### config.mk
export PLATFORM = sky130hd
export DESIGN_NAME = ibuf_top
export DESIGN_NICKNAME = d
export VERILOG_FILES = /design/src/design/ibuf_instr_pkg.sv /design/src/design/ibuf_ctrl_pkg.sv /design/src/design/ibuf_slot_router.sv /design/src/design/ibuf_fifo.sv /design/src/design/ibuf_flush_fsm.sv /design/src/design/ibuf_window_timer.sv /design/src/design/ibuf_top.sv
export VERILOG_INCLUDE_DIRS = /design/src /design/src/design
export SDC_FILE = /design/constraint.sdc
export NUM_CORES = 1
export LEC_CHECK = 0
export BUFFER_PORTS_ARGS = -buffer_cell sky130_fd_sc_hd__buf_2
export CAP_MARGIN = 40
export CELL_PAD_IN_SITES_DETAIL_PLACEMENT = 1
export CELL_PAD_IN_SITES_GLOBAL_PLACEMENT = 1
export CORE_MARGIN = 2
export CORE_UTILIZATION = 40
export CTS_CLUSTER_DIAMETER = 200
export CTS_CLUSTER_SIZE = 16
export DETAILED_ROUTE_END_ITERATION = 10
export PLACE_DENSITY = 0.74
export SYNTH_ARGS = -nofsm -noshare
export SYNTH_HDL_FRONTEND = slang
export SYNTH_SLANG_ARGS = --single-unit
### constraint.sdc
create_clock -name clk -period 10.5 [get_ports clk]
set_input_delay 0.525 -clock clk [delete_from_list [all_inputs] [get_ports clk]]
set_output_delay 0.525 -clock clk [all_outputs]
set_load 0.05 [all_outputs]
### src/design/ibuf_defines.svh
`ifndef IBUF_DEFINES_SVH
`define IBUF_DEFINES_SVH

// number of issue slots, each slot owns its own instruction queue
`define IBUF_ISSUE_WIDTH 2

// warps in the core, spread over the slots by warp id modulo the issue width
`define IBUF_NUM_WARPS 8

// entries per slot queue, the output register counts as one of them
`define IBUF_SIZE 4

// cycles of the wrong-path drain window that follows a mispredict flush
`define IBUF_FLUSH_CYCLES 3

// instruction field widths
`define IBUF_WID_W 3
`define IBUF_WIS_W 2
`define IBUF_UUID_W 8
`define IBUF_TMASK_W 4
`define IBUF_XLEN 32
`define IBUF_NR_W 5
`define IBUF_EX_W 2
`define IBUF_OP_W 4

// one queue entry holds uuid, wis, tmask, ex, op, wb, pc, imm and three register numbers
`define IBUF_ENTRY_W (`IBUF_UUID_W + `IBUF_WIS_W + `IBUF_TMASK_W + `IBUF_EX_W + `IBUF_OP_W + 1 + 2 * `IBUF_XLEN + 3 * `IBUF_NR_W)

`endif

### src/design/ibuf_instr_pkg.sv
`include "ibuf_defines.svh"

// types for the instruction fields that travel from the decoder to issue
package ibuf_instr_pkg;

    typedef logic [`IBUF_UUID_W-1:0]  uuid_t;
    typedef logic [`IBUF_WID_W-1:0]   wid_t;
    typedef logic [`IBUF_WIS_W-1:0]   wis_t;
    typedef logic [`IBUF_TMASK_W-1:0] tmask_t;
    typedef logic [`IBUF_XLEN-1:0]    word_t;
    typedef logic [`IBUF_NR_W-1:0]    reg_num_t;

    // functional unit that will execute the instruction
    typedef enum logic [`IBUF_EX_W-1:0] {
        EX_ALU = 2'd0,
        EX_LSU = 2'd1,
        EX_SFU = 2'd2,
        EX_FPU = 2'd3
    } ex_type_e;

    // operation inside the chosen unit
    typedef enum logic [`IBUF_OP_W-1:0] {
        OP_ADD    = 4'd0,
        OP_SUB    = 4'd1,
        OP_AND    = 4'd2,
        OP_OR     = 4'd3,
        OP_LOAD   = 4'd4,
        OP_STORE  = 4'd5,
        OP_BRANCH = 4'd6,
        OP_FMA    = 4'd7
    } op_type_e;

    // layout of one queue entry, the warp id is already reduced to its in-slot index
    typedef struct packed {
        uuid_t    uuid;
        wis_t     wis;
        tmask_t   tmask;
        ex_type_e ex_type;
        op_type_e op_type;
        logic     wb;
        word_t    pc;
        word_t    imm;
        reg_num_t rd;
        reg_num_t rs1;
        reg_num_t rs2;
    } ibuf_entry_t;

endpackage

### src/design/ibuf_ctrl_pkg.sv
`include "ibuf_defines.svh"

// types for the buffer control path, slot selection and flush handling
package ibuf_ctrl_pkg;

    // flush handling has only two phases
    typedef enum logic [0:0] {
        FLUSH_IDLE  = 1'b0,
        FLUSH_DRAIN = 1'b1
    } flush_state_e;

    // index of one issue slot
    typedef logic [$clog2(`IBUF_ISSUE_WIDTH)-1:0] slot_idx_t;

    // one bit per issue slot, used for write strobes and not-full levels
    typedef logic [`IBUF_ISSUE_WIDTH-1:0] slot_vec_t;

    // drain window counter, wide enough to hold the full window length
    typedef logic [$clog2(`IBUF_FLUSH_CYCLES + 1)-1:0] win_cnt_t;

endpackage

### src/design/ibuf_slot_router.sv
`timescale 1ns/1ns
`include "ibuf_defines.svh"

// routes each decoded instruction to the queue of its issue slot
// the slot is wid modulo the issue width and the in-slot index is wid divided by it
module ibuf_slot_router import ibuf_instr_pkg::*, ibuf_ctrl_pkg::*; (
    input  logic                     clk,
    input  logic                     rst_n,

    // decoder handshake and fields
    input  logic                     dec_valid,
    output logic                     dec_ready,
    input  uuid_t                    dec_uuid,
    input  wid_t                     dec_wid,
    input  tmask_t                   dec_tmask,
    input  ex_type_e                 dec_ex_type,
    input  op_type_e                 dec_op_type,
    input  logic                     dec_wb,
    input  word_t                    dec_pc,
    input  word_t                    dec_imm,
    input  reg_num_t                 dec_rd,
    input  reg_num_t                 dec_rs1,
    input  reg_num_t                 dec_rs2,

    // wrong-path drain mode from the flush FSM
    input  logic                     drop,

    // queue side
    input  slot_vec_t                slot_not_full,
    output slot_vec_t                slot_write,
    output logic [`IBUF_ENTRY_W-1:0] entry
);

    slot_idx_t   dec_slot;
    wis_t        dec_wis;
    ibuf_entry_t packed_entry;
    logic        accept;

    // the issue width is a power of two in practice so these reduce to bit slices
    assign dec_slot = slot_idx_t'(dec_wid % `IBUF_ISSUE_WIDTH);
    assign dec_wis  = wis_t'(dec_wid / `IBUF_ISSUE_WIDTH);

    // while draining, every wrong-path instruction is taken and thrown away
    // otherwise the decoder waits on the not-full level of its own slot only
    assign dec_ready = drop || slot_not_full[dec_slot];
    assign accept    = dec_valid && dec_ready && !drop;

    always_comb begin
        slot_write           = '0;
        slot_write[dec_slot] = accept;
    end

    // all slots share one entry bus and only the strobe tells them apart
    always_comb begin
        packed_entry.uuid    = dec_uuid;
        packed_entry.wis     = dec_wis;
        packed_entry.tmask   = dec_tmask;
        packed_entry.ex_type = dec_ex_type;
        packed_entry.op_type = dec_op_type;
        packed_entry.wb      = dec_wb;
        packed_entry.pc      = dec_pc;
        packed_entry.imm     = dec_imm;
        packed_entry.rd      = dec_rd;
        packed_entry.rs1     = dec_rs1;
        packed_entry.rs2     = dec_rs2;
    end

    assign entry = packed_entry;

    // an instruction belongs to exactly one slot so never more than one queue is written
    assert property (@(posedge clk) disable iff (!rst_n) $onehot0(slot_write));

    // the decoder holds a refused instruction and its fields until it is taken
    assert property (@(posedge clk) disable iff (!rst_n)
        dec_valid && !dec_ready |=> dec_valid && $stable(dec_uuid) && $stable(dec_wid));

endmodule

### src/design/ibuf_fifo.sv
`timescale 1ns/1ns
`include "ibuf_defines.svh"

// one slot queue, a small circular store feeding a registered output stage
// the output register is part of the capacity, so the store holds one entry less
module ibuf_fifo (
    input  logic                     clk,
    input  logic                     rst_n,
    input  logic                     clear,
    input  logic                     write,
    input  logic [`IBUF_ENTRY_W-1:0] entry,
    input  logic                     out_ready,
    output logic                     not_full,
    output logic                     out_valid,
    output logic [`IBUF_ENTRY_W-1:0] out_entry,
    output logic                     pop
);

    localparam int STORE_D = `IBUF_SIZE - 1;
    localparam int PTR_W   = (STORE_D > 1) ? $clog2(STORE_D) : 1;
    localparam int CNT_W   = $clog2(`IBUF_SIZE + 1);

    logic [`IBUF_ENTRY_W-1:0] store [STORE_D];
    logic [PTR_W-1:0]         rd_ptr;
    logic [PTR_W-1:0]         wr_ptr;
    logic [CNT_W-1:0]         count;
    logic [CNT_W-1:0]         count_next;
    logic [CNT_W-1:0]         store_cnt;
    logic                     out_free;
    logic                     store_empty;
    logic                     load_store;
    logic                     bypass;
    logic                     store_write;

    // wrap a store pointer, the depth need not be a power of two
    function automatic logic [PTR_W-1:0] ptr_inc(input logic [PTR_W-1:0] ptr);
        logic [PTR_W-1:0] nxt;
        nxt = (ptr == PTR_W'(STORE_D - 1)) ? '0 : ptr + 1'b1;
        return nxt;
    endfunction

    assign pop = out_valid && out_ready;

    // the output stage can take a new entry when it is empty or being popped
    assign out_free = !out_valid || out_ready;

    // count covers the store plus the output register
    assign store_cnt   = count - CNT_W'(out_valid);
    assign store_empty = (store_cnt == '0);

    // older entries in the store always go first, a write only bypasses an empty store
    assign load_store  = out_free && !store_empty;
    assign bypass      = out_free && store_empty && write;
    assign store_write = write && !bypass;

    assign count_next = count + CNT_W'(write) - CNT_W'(pop);

    always_ff @(posedge clk) begin
        if (!rst_n || clear) begin
            count     <= '0;
            not_full  <= 1'b1;
            out_valid <= 1'b0;
            rd_ptr    <= '0;
            wr_ptr    <= '0;
        end else begin
            count <= count_next;
            // a pop frees its place only from the next cycle on
            not_full <= (count_next < CNT_W'(`IBUF_SIZE));
            if (out_free) begin
                out_valid <= load_store || bypass;
            end
            if (load_store) begin
                rd_ptr <= ptr_inc(rd_ptr);
            end
            if (store_write) begin
                wr_ptr <= ptr_inc(wr_ptr);
            end
        end
    end

    always_ff @(posedge clk) begin
        if (store_write) begin
            store[wr_ptr] <= entry;
        end
        if (load_store) begin
            out_entry <= store[rd_ptr];
        end else if (bypass) begin
            out_entry <= entry;
        end
    end

    // the router must respect the registered not-full level
    assert property (@(posedge clk) disable iff (!rst_n) write |-> not_full);

    // a stalled head stays put until issue takes it or a flush removes it
    assert property (@(posedge clk) disable iff (!rst_n)
        out_valid && !out_ready && !clear |=> out_valid && $stable(out_entry));

endmodule

### src/design/ibuf_flush_fsm.sv
`timescale 1ns/1ns
`include "ibuf_defines.svh"

// steers the buffer through a branch mispredict flush
// the pulse clears every queue at once, then a drain window swallows
// the wrong-path instructions still coming out of the decoder
module ibuf_flush_fsm import ibuf_ctrl_pkg::*; (
    input  logic clk,
    input  logic rst_n,
    input  logic flush,
    input  logic window_done,
    output logic clear,
    output logic window_start,
    output logic drop
);

    flush_state_e state;
    flush_state_e state_next;

    always_comb begin
        state_next = state;
        case (state)
            FLUSH_IDLE: begin
                if (flush) begin
                    state_next = FLUSH_DRAIN;
                end
            end
            FLUSH_DRAIN: begin
                // a second mispredict restarts the window, so it wins over done
                if (flush) begin
                    state_next = FLUSH_DRAIN;
                end else if (window_done) begin
                    state_next = FLUSH_IDLE;
                end
            end
            default: begin
                state_next = FLUSH_IDLE;
            end
        endcase
    end

    always_ff @(posedge clk) begin
        if (!rst_n) begin
            state <= FLUSH_IDLE;
        end else begin
            state <= state_next;
        end
    end

    // queues empty on the same edge the FSM enters the drain
    assign clear        = flush;
    assign window_start = flush;
    assign drop         = (state == FLUSH_DRAIN);

    // every flush is followed by at least a full window of dropping
    assert property (@(posedge clk) disable iff (!rst_n)
        flush |=> drop [*`IBUF_FLUSH_CYCLES]);

    // the timer only ends a window the FSM is actually in
    assert property (@(posedge clk) disable iff (!rst_n) window_done |-> drop);

endmodule

### src/design/ibuf_window_timer.sv
`timescale 1ns/1ns
`include "ibuf_defines.svh"

// measures the drain window after a flush
// start loads the window length and the counter runs down to zero
// done marks the last cycle of the window
module ibuf_window_timer import ibuf_ctrl_pkg::*; (
    input  logic clk,
    input  logic rst_n,
    input  logic start,
    output logic done
);

    win_cnt_t cnt;

    always_ff @(posedge clk) begin
        if (!rst_n) begin
            cnt <= '0;
        end else if (start) begin
            // a restart simply reloads the full length
            cnt <= win_cnt_t'(`IBUF_FLUSH_CYCLES);
        end else if (cnt != '0) begin
            cnt <= cnt - 1'b1;
        end
    end

    // the count reaches one in the final cycle, zero means idle
    assign done = (cnt == win_cnt_t'(1));

    // without a restart the window ends exactly the configured number of cycles after start
    assert property (@(posedge clk) disable iff (!rst_n)
        start ##1 !start [*(`IBUF_FLUSH_CYCLES - 1)] |=> done);

endmodule

### src/design/ibuf_top.sv
`timescale 1ns/1ns
`include "ibuf_defines.svh"

// instruction buffer between the warp decoder and the issue stage
// one queue per issue slot, plus the flush FSM and its drain timer
module ibuf_top import ibuf_instr_pkg::*, ibuf_ctrl_pkg::*; (
    input  logic     clk,
    input  logic     rst_n,
    input  logic     flush,

    // decoder side
    input  logic     dec_valid,
    output logic     dec_ready,
    input  uuid_t    dec_uuid,
    input  wid_t     dec_wid,
    input  tmask_t   dec_tmask,
    input  ex_type_e dec_ex_type,
    input  op_type_e dec_op_type,
    input  logic     dec_wb,
    input  word_t    dec_pc,
    input  word_t    dec_imm,
    input  reg_num_t dec_rd,
    input  reg_num_t dec_rs1,
    input  reg_num_t dec_rs2,

    // issue side, one element per slot
    output logic     ibuf_valid   [`IBUF_ISSUE_WIDTH],
    input  logic     ibuf_ready   [`IBUF_ISSUE_WIDTH],
    output logic     ibuf_pop     [`IBUF_ISSUE_WIDTH],
    output uuid_t    ibuf_uuid    [`IBUF_ISSUE_WIDTH],
    output wis_t     ibuf_wis     [`IBUF_ISSUE_WIDTH],
    output tmask_t   ibuf_tmask   [`IBUF_ISSUE_WIDTH],
    output ex_type_e ibuf_ex_type [`IBUF_ISSUE_WIDTH],
    output op_type_e ibuf_op_type [`IBUF_ISSUE_WIDTH],
    output logic     ibuf_wb      [`IBUF_ISSUE_WIDTH],
    output word_t    ibuf_pc      [`IBUF_ISSUE_WIDTH],
    output word_t    ibuf_imm     [`IBUF_ISSUE_WIDTH],
    output reg_num_t ibuf_rd      [`IBUF_ISSUE_WIDTH],
    output reg_num_t ibuf_rs1     [`IBUF_ISSUE_WIDTH],
    output reg_num_t ibuf_rs2     [`IBUF_ISSUE_WIDTH]
);

    slot_vec_t                slot_write;
    slot_vec_t                slot_not_full;
    logic [`IBUF_ENTRY_W-1:0] entry;
    ibuf_entry_t              q_entry [`IBUF_ISSUE_WIDTH];
    logic                     fifo_clear;
    logic                     window_start;
    logic                     window_done;
    logic                     drop;

    ibuf_slot_router u_router (
        .clk, .rst_n, .dec_valid, .dec_ready, .dec_uuid, .dec_wid, .dec_tmask,
        .dec_ex_type, .dec_op_type, .dec_wb, .dec_pc, .dec_imm, .dec_rd, .dec_rs1,
        .dec_rs2, .drop, .slot_not_full, .slot_write, .entry
    );

    ibuf_flush_fsm u_flush_fsm (
        .clk, .rst_n, .flush, .window_done, .clear(fifo_clear), .window_start, .drop
    );

    ibuf_window_timer u_window_timer (
        .clk, .rst_n, .start(window_start), .done(window_done)
    );

    for (genvar i = 0; i < `IBUF_ISSUE_WIDTH; i++) begin : g_slot
        ibuf_fifo u_fifo (
            .clk, .rst_n, .clear(fifo_clear), .write(slot_write[i]), .entry,
            .out_ready(ibuf_ready[i]), .not_full(slot_not_full[i]),
            .out_valid(ibuf_valid[i]), .out_entry(q_entry[i]), .pop(ibuf_pop[i])
        );

        // split the queue head back into the issue fields
        assign ibuf_uuid[i]    = q_entry[i].uuid;
        assign ibuf_wis[i]     = q_entry[i].wis;
        assign ibuf_tmask[i]   = q_entry[i].tmask;
        assign ibuf_ex_type[i] = q_entry[i].ex_type;
        assign ibuf_op_type[i] = q_entry[i].op_type;
        assign ibuf_wb[i]      = q_entry[i].wb;
        assign ibuf_pc[i]      = q_entry[i].pc;
        assign ibuf_imm[i]     = q_entry[i].imm;
        assign ibuf_rd[i]      = q_entry[i].rd;
        assign ibuf_rs1[i]     = q_entry[i].rs1;
        assign ibuf_rs2[i]     = q_entry[i].rs2;
    end

endmodule

# Word level (Yosys, flattened, before mapping)
# Memories as Yosys holds them, arrays and structs flattened. A register that Yosys moved wholly into a read port is not among the register bits.
# Index checks and enable logic that the tools add are counted.
# totals
ff_bits	221
latch_bits	0
ram_bits	600
mem_bits_ro	0
input_bits	107
out_inout_bits	205
elab_cells	97
n_memories	2
# op_classes
add_sub_neg	11
n_mul	0
div_mod_pow	0
order_cmp	4
eq_ne	5
shifts	0
n_mux	26
bitwise	2
reduce_logical	33
# memory_table
memory	words	width	read_ports	rd_ports_with_merged_regs	write_ports	line	text
g_slot[0].u_fifo.store	3	100	1	1	1	ibuf_fifo.sv:23	logic [`IBUF_ENTRY_W-1:0] store [STORE_D];
g_slot[1].u_fifo.store	3	100	1	1	1	ibuf_fifo.sv:23	
# ops
operator	n
100-bit two-way mux	4
2-bit two-way mux	10
1-bit logical AND	13
3-bit by 1-bit subtractor with 3-bit output	4
1-bit two-way mux	10
2-bit by 1-bit adder with 2-bit output, second input constant	4
2-bit == test, second input constant	4
1-bit zero test	8
2-bit nonzero test	4
3-bit by 1-bit adder with 3-bit output	2
3-bit zero test	2
1-bit logical OR	6
3-bit less-than comparator, second input constant	2
2-bit AND	1
2-bit by 1-bit == test with 1-bit output, second input constant	1
1-bit by 2-bit less-than comparator with 1-bit output, second input constant	1
1-bit one-hot mux with 2 select lines	1
2-bit by 1-bit subtractor with 2-bit output, second input constant	1
1-bit demux with 1-bit select	1
1-bit >= comparator, second input constant	1
1-bit NOT	1

# Logic depth before layout (Yosys ltp)
# Gate-level depths: netlist of the first run.
# logic_depth
depth_word	11
mapped_depth	8
ltp_nobuf	8

# Modules after synthesis
# A second synthesis of the first run with hierarchy kept.
# unflattened
cells_unflattened	1913
hier_area_um2	33280.7
# by_module_without_submodules
mod	instances	cells_per_inst	area_per_inst_um2	seq_area_each_um2
ibuf_fifo	2	896	16161.8	12231.7
ibuf_slot_router	1	106	794.5	0.0
ibuf_window_timer	1	10	106.4	40.0
ibuf_flush_fsm	1	5	56.3	20.0

# Worst setup path after synthesis of the first run
# No wires, ideal clock.
# synth_path
path_type	input -> register
from	input dec_wid[0]
to	memory g_slot[0].u_fifo.store[1][0] in the netlist's numbering, enable pin
setup_time_ns	0.702
arrival_time_ns	8.320
required_time_ns	9.798
slack_ns	1.478
stages	3
n_path_buf	0
path_cell_list	and4bb_2 -> o31ai_1 -> nor3b_1
# synth_between
elab_chain_cells	11
elab_cells_between_ends	16
cone_classes	order compare: 2; mux: 6; bitwise: 1; reduce/logical: 7
# synth_rtl
element	line	text
from (decl)	ibuf_top.sv:15	input wid_t dec_wid,
parallel branches: the longest is 5 deep, another holds 1-bit by 2-bit less-than comparator with 1-bit output	n/a	
2-bit AND (no source line) (*)	n/a	
1-bit logical AND	ibuf_fifo.sv:53	assign bypass = out_free && store_empty && write;
1-bit zero test	ibuf_fifo.sv:54	assign store_write = write && !bypass;
1-bit logical AND (*)	ibuf_fifo.sv:54	
1-bit two-way mux (*)	ibuf_fifo.sv:82	if (store_write) begin
1-bit two-way mux (not written as such) (*)	ibuf_fifo.sv:83	store[wr_ptr] <= entry;
to (decl)	ibuf_fifo.sv:23	
# Every way passes the cells marked *. The select of a mux whose other input is x is not followed.

# Final worst setup path of the first run
# layout_path
from	register g_slot[1].u_fifo.out_valid
to	memory g_slot[1].u_fifo.store[1][75] in the netlist's numbering, enable pin
# layout_between
elab_chain_cells	8
elab_cells_between_ends	10
cone_classes	add/sub: 1; mux: 2; reduce/logical: 7
# layout_rtl
element	line	text
from (decl)	ibuf_fifo.sv:14	output logic out_valid,
from (signal assigned)	ibuf_fifo.sv:70	out_valid <= load_store || bypass;
3-bit by 1-bit subtractor with 3-bit output or 1-bit zero test (tied branches)	ibuf_fifo.sv:48, ibuf_fifo.sv:45	
3-bit zero test or 1-bit logical OR (tied branches)	ibuf_fifo.sv:49, ibuf_fifo.sv:45	
1-bit logical AND (*) (2 in series)	ibuf_fifo.sv:53	
1-bit zero test (*)	ibuf_fifo.sv:54	
1-bit logical AND (*)	ibuf_fifo.sv:54	
1-bit two-way mux (*)	ibuf_fifo.sv:82	
1-bit two-way mux (not written as such) (*)	ibuf_fifo.sv:83	
to (decl)	ibuf_fifo.sv:23	
# Mark *: on every way between the ends. The rest lies on a longest branch, timed or not.

==> flow_summary.toml, run 1 <==
[sta]
max_freq_mhz = 309
post-route-period-util_pct = 30.8
worst_slew_pin_slew_ns = 0.896
finalHoldViolations = 0
slew_violations = 0
skew_ns = 0.0168
finalSetupTns_ns = 0
setup_viol = 0
rsz0062_at_grt = "false"
fin_ws_ns = 7.27
slew_headroom_pct = 39.8
layout_min_cycle_time_ns = 3.23

[pwr]
internal_power_mw = 5.32
p_per_area_mw_per_mm2 = 206
leakagePower_nw = 12.0
power_switching_mw = 2.22
p_comb_share_pct = 20.0
ir_drop_mv = 0.137
power_frac_seq_pct = 53.1
clkPwrFrac_pct = 26.9
p_sw_share_pct = 29.4

[drt]
via_per_inst = 5.18
num_vias = 16500
finalWirelength_um = 74600
drc = 0
drt_first_pass_iters = 5
antenna_left = 0
drt_iter0_markers = 1105
wl_per_cell_um = 23.4

[floorplanning]
initial_core_util_pct = 40.6
io_pins = 312
die_w_um = 288
die_y_um = 288
core_mm2 = 0.0793
die_area_mm2 = 0.0827
num_rows = 103

[hold_path]
hp-class = "primary input to flip-flop"

[outcome]
status = "finished clean"

[setup_path]
critical_path_class = "flip-flop to flip-flop"
critical-path-top-delay-family = "buffers and inverters"
end_kind = "flip-flop"
path_buf_inv = 2
critPathRequiredTime_ns = 10.74
arrival_ns = 3.47
crit_chain = "ha_1, xor2_1, o31ai_1, nor3b_2, buf_4, buf_4"
worst-path-max-fanout = 51
crit_top_cell = "buf_4"
cpMaxStageDelayCell = "buf_4"
slowest_delay_ns = 0.73
start_kind = "flip-flop"

[clock_tree]
post_cts_buffers = 0
root_buffer = "clkbuf_16"
cts.sinks = 825
ctsResizeCount = 0
h-tree-depth = 2
cts_tree = "built"
clk_pin_slew_ns = 0.07
clk_latency_ns = 0.62
hold_buffers = 0
cts-buffers-inserted = 57
clockBufferDepth = 3

[synthesis]
seq_area_frac_synth_pct = 76.3
async_reset_ff_share_pct = 0
yosysWarnings = 0
netlist.area_leader.share_pct = 74.7
synth_area_mm2 = 0.0322
synth_edf_count = 800
synth_cell_types = 34
synthFlopType = "edfxtp_1"
synth-seq-cells = 825
synth_cells = 1813
yosysMostFrequentCell = "edfxtp_1"
synth_area_leaders = "edfxtp_1 (75%), mux2i_1 (6.5%), mux2_2 (3.9%)"
netlist_top_cells_count = "edfxtp_1 (800), nand2_1 (210), mux2i_1 (209)"
yosysTopAreaCell = "edfxtp_1"
synth.avg_cell_area_um2 = 17.7
synth_fp_nets = 1930

[placement]
port_buffers = 311
gp_congestion = 0.751
dp_hpwl_um = 47000
preCtsSetupSlack_ns = 7.03

[global_routing]
grt_pass1_wl_um = 112000
grt_max_degree = 71
grt_pass1_vias = 17800
grt_overflow = 0
grt_usage_pct = 17.8
grt_antenna_before_repair = 6

[finish]
nNetsFinal = 2248
drive_above_1_share_pct = 28.9
syn2layout_area_growth_pct = 13.7

[flow_run]
drv_cap = 0
final timing paths:
kind | startpoint | to | slack, ns | depth (start not counted)
worst max register to register | g_slot[1].u_fifo.out_valid$_SDFFE_PP0P_ | g_slot[1].u_fifo.store[1][75]$_DFFE_PP_ | 7.27 | 6
worst min register to register | g_slot[0].u_fifo.rd_ptr[1]$_SDFFE_PP0P_ | flip-flop | 0.50 | 2
worst max-delay path | g_slot[1].u_fifo.out_valid$_SDFFE_PP0P_ | g_slot[1].u_fifo.store[1][75]$_DFFE_PP_ | 7.27 | 6
worst min-delay path | rst_n | u_flush_fsm.drop$_SDFF_PN0_ | 0.18 | 2
registers in the layout, indices dropped and copies added, names as in the netlist, named ones only:
| name | flops |
|---|---|
| u_window_timer.cnt | 2 |
| g_slot.u_fifo.rd_ptr | 4 |
| g_slot.u_fifo.not_full | 2 |
| g_slot.u_fifo.store | 600 |
| g_slot.u_fifo.out_entry | 200 |
| g_slot.u_fifo.out_valid | 2 |
| u_flush_fsm.drop | 1 |
| g_slot.u_fifo.count | 6 |
| g_slot.u_fifo.wr_ptr | 4 |
final cells by class:
class,count,area [µm²]
Tap cell,1050,1310
Antenna cell,1,2.50
Fill cell,7642,42700
Sequential cell,825,24500
Timing Repair Buffer,353,2150
Clock inverter,2,25.0
Multi-Input combinational cell,882,7000
Clock buffer,67,1490
Inverter,12,45.0
per-stage QoR:
stage | instance area, µm² | instances | total power, mW | hold WS, ns | util, %
CTS | 36600 | 3191 | 7.63 | 0.139 | 46.1
global route | 36600 | 3192 | 7.79 | 0.153 | 46.1
global placement | 34600 | 3106 | 5.54 | 0.451 | 43.7
finish | 36600 | 3192 | 7.54 | 0.182 | 46.1
floorplan | 32200 | 1813 | 5.20 | 0.454 | -
detailed placement | 35000 | 3122 | 5.60 | 0.484 | 44.2
worst register-to-register path, stage by stage (launching register included):
cell,delay (ns)
dfxtp_1,0.38
ha_1,0.18
xor2_1,0.29
o31ai_1,0.26
nor3b_2,0.23
buf_4,0.61
buf_4,0.81
cells by family (layout without fill, tap and decap cells):
logic type,count (synthesis),count (layout),share of synthesized area (%)
AOI/OAI and AO/OA,210,210,3.35
adders and majority gates,10,10,0.436
DFF,825,825,76.3
xor gates and xnor gates,7,7,0.191
and+or+nand+nor,246,246,3.19
other,0,1,0
buffers and inverters,106,434,2.15
muxes,409,409,14.4
power by group through the flow:
stage	sequential [mW]	clock, mW	combinational, mW
floorplan	4.63	0	0.566
global placement	4.09	0	1.44
detailed placement	4.08	0	1.52
CTS	4.01	2.09	1.53
global route	4.02	2.19	1.58
finish	4.01	2.03	1.51
layer usage:
layer	share of wire (%)	vias up	global-route usage, %
li1	-	7488	-
met1	44	8610	24.2
met2	50	359	30.5
met3	4.6	73	2.93
met4	1.3	4	3.33
met5	0.028	-	0
layout by cell type (no fill, tap or decap), types with 2 or more instances in the layout:
| cell type | count |
|---|---|
| a21oi_1 | 2 |
| and2_1 | 8 |
| buf_12 | 5 |
| buf_16 | 11 |
| buf_2 | 311 |
| buf_4 | 26 |
| clkbuf_1 | 9 |
| clkbuf_16 | 58 |
| dfxtp_1 | 21 |
| dfxtp_4 | 4 |
| edfxtp_1 | 800 |
| fa_1 | 2 |
| ha_1 | 8 |
| inv_1 | 12 |
| mux2_1 | 10 |
| mux2_2 | 112 |
| mux2_4 | 78 |
| mux2i_1 | 209 |
| nand2_1 | 210 |
| nand2b_1 | 3 |
| nand3b_1 | 4 |
| nor2_4 | 2 |
| nor2b_1 | 4 |
| nor3_1 | 2 |
| nor3_2 | 2 |
| nor3b_2 | 4 |
| o21a_1 | 3 |
| o21ai_0 | 200 |
| o21ba_4 | 2 |
| o31ai_1 | 2 |
| or3_1 | 4 |
| xnor2_1 | 4 |
| xor2_1 | 3 |
(Power assumes the default switching activity.)
==> run 2, diff against run 1 <==
==> constraint.sdc (replaced) <==
create_clock -name clk -period 3 [get_ports clk]
set_input_delay 0.15 -clock clk [delete_from_list [all_inputs] [get_ports clk]]
set_output_delay 0.15 -clock clk [all_outputs]
set_load 0.05 [all_outputs]
==> run 2 against run 1 <==
Clock power grew to 3.5 times the previous value. Global-route usage is 0.29 points higher. Combinational power rose to 3.6 times the previous value.
==> flow_summary.toml, run 2 (synthesized netlist as in run 1, its figures left out) <==
[floorplanning]
initial_core_util_pct = 40.6
die_y_um = 288
core_mm2 = 0.0793
io_pins = 312
die_area_mm2 = 0.0827
die_w_um = 288
num_rows = 103

[setup_path]
r2r_setup_slack_ns = 0.77
start_kind = "flip-flop"
critical_path_class = "flip-flop to flip-flop"
worst-path-max-fanout = 61
arrival_ns = 2.59
critPathRequiredTime_ns = 3.36
end_kind = "flip-flop"

[sta]
setup_viol = 0
worst_slew_pin_slew_ns = 0.762
layout_min_cycle_time_ns = 2.23
slew_violations = 0
post-route-period-util_pct = 74.3
rsz0062_at_grt = "false"
slew_headroom_pct = 49.2
max_freq_mhz = 448
finalHoldViolations = 0
skew_ns = 0.0252

[pwr]
power_mw = 26.6
p_comb_share_pct = 20.3
p_sw_share_pct = 29.4
p_per_area_mw_per_mm2 = 704
leakagePower_nw = 12.4
clkPwrFrac_pct = 26.9
power_switching_mw = 7.82
power_frac_seq_pct = 52.8
internal_power_mw = 18.8
ir_drop_mv = 0.478

[global_routing]
grt_max_degree = 82
grt_pass1_vias = 18500
grt_pass1_wl_um = 114000
grt_usage_pct = 18.1
grt_antenna_before_repair = 0
grt_overflow = 0

[clock_tree]
cts-buffers-inserted = 57
root_buffer = "clkbuf_16"
cts_tree = "built"
clk_latency_ns = 0.62
h-tree-depth = 2
post_cts_buffers = 0
clk_pin_slew_ns = 0.08
ctsResizeCount = 0
clockBufferDepth = 3
cts.sinks = 825
hold_buffers = 104

[hold_path]
hp-class = "primary input to flip-flop"

[drt]
wl_per_cell_um = 22.8
num_vias = 17000
drt_iter0_markers = 1206
antenna_left = 0
drc = 0
drt_first_pass_iters = 5
finalWirelength_um = 75500
via_per_inst = 5.15

[finish]
top_regs = "g_slot.u_fifo.store (600), g_slot.u_fifo.out_entry (200), g_slot.u_fifo.count (6)"
largest_reg_flops = 600
top_register = "g_slot.u_fifo.store"
nNetsFinal = 2346
finish.utilization_pct = 47.6
antennaDiodeCount = 0
drive_above_1_share_pct = 27.4
final_cell_mix = "edfxtp_1 (800), buf_2 (311), nand2_1 (210)"
final_common_cell = "edfxtp_1"
syn2layout_area_growth_pct = 17.4

[placement]
port_buffers = 311
gp_congestion = 0.723
dp_hpwl_um = 44100

[flow_run]
drv_cap = 0

[outcome]
status = "finished clean"
## run 2: changes by cell type in the layout (fill, tap and decap cells not counted), sizes merged
cell / before / now
clkbuf: 67 / 80
diode: 1 / 0
clkinv: 1 / 0
inv: 13 / 15
buf: 353 / 347
dlygate4sd3: 0 / 104
## run 2: final timing paths
check                                               start                                  endpoint  depth (start not counted)
setup / recovery  g_slot[1].u_fifo.out_valid$_SDFFE_PP0P_  g_slot[1].u_fifo.out_entry[71]$_DFFE_PP_                          5
hold / removal                              ibuf_ready[1]   g_slot[0].u_fifo.out_valid$_SDFFE_PP0P_                          4
setup reg to reg  g_slot[1].u_fifo.out_valid$_SDFFE_PP0P_  g_slot[1].u_fifo.out_entry[71]$_DFFE_PP_                          5
hold reg to reg   g_slot[0].u_fifo.rd_ptr[1]$_SDFFE_PP0P_                                 flip-flop                          2
## run 2: through the flow
stage          TNS, ns  cell area [µm²]  hold WS (ns)  setup WS [ns]  instances
3_3_place_gp         0            35200         0.408          0.807       3116
3_5_place_dp         0            35200         0.420          0.774       3116
5_1_grt              0            37700        0.0566          0.655       3303
6_report             0            37700        0.0696          0.770       3303
4_1_cts              0            37700        0.0211          0.759       3303
2_1_floorplan  -505.40            32300         0.249         -0.916       1813
## run 2: layer usage
layer | track usage [%] | vias to the layer above | part of all wire, %
met1 | 23.9 | 8824 | 43
li1 | - | 7695 | -
met4 | 4.84 | 0 | 2.3
met5 | 0 | - | 0
met2 | 31.5 | 387 | 51
met3 | 2.46 | 89 | 4.1
## run 2: layout make-up
| class | instances | area [µm²] |
|---|---|---|
| clock buffer | 80 | 1510 |
| clock inverter | 3 | 26.3 |
| fill | 7601 | 41500 |
| inverter | 12 | 45.0 |
| multi-input combinational | 882 | 7080 |
| sequential | 825 | 24500 |
| tap | 1050 | 1310 |
| timing repair buffer | 451 | 3230 |
## run 2: power by group through the flow
stage	combinational (mW)	clock (mW)	sequential, mW
floorplan	2.00	0	16.1
detailed placement	5.31	0	14.3
global placement	5.17	0	14.3
CTS	5.43	7.38	14.0
global route	5.66	7.75	14.1
finish	5.38	7.16	14.0
## run 2: worst max-delay path, stage by stage (launching register included)
cell and delay, ns:
dfxtp_1 0.38, ha_2 0.30, nand2b_1 0.19, o21ba_4 0.22, buf_12 0.41, mux2_2 0.40
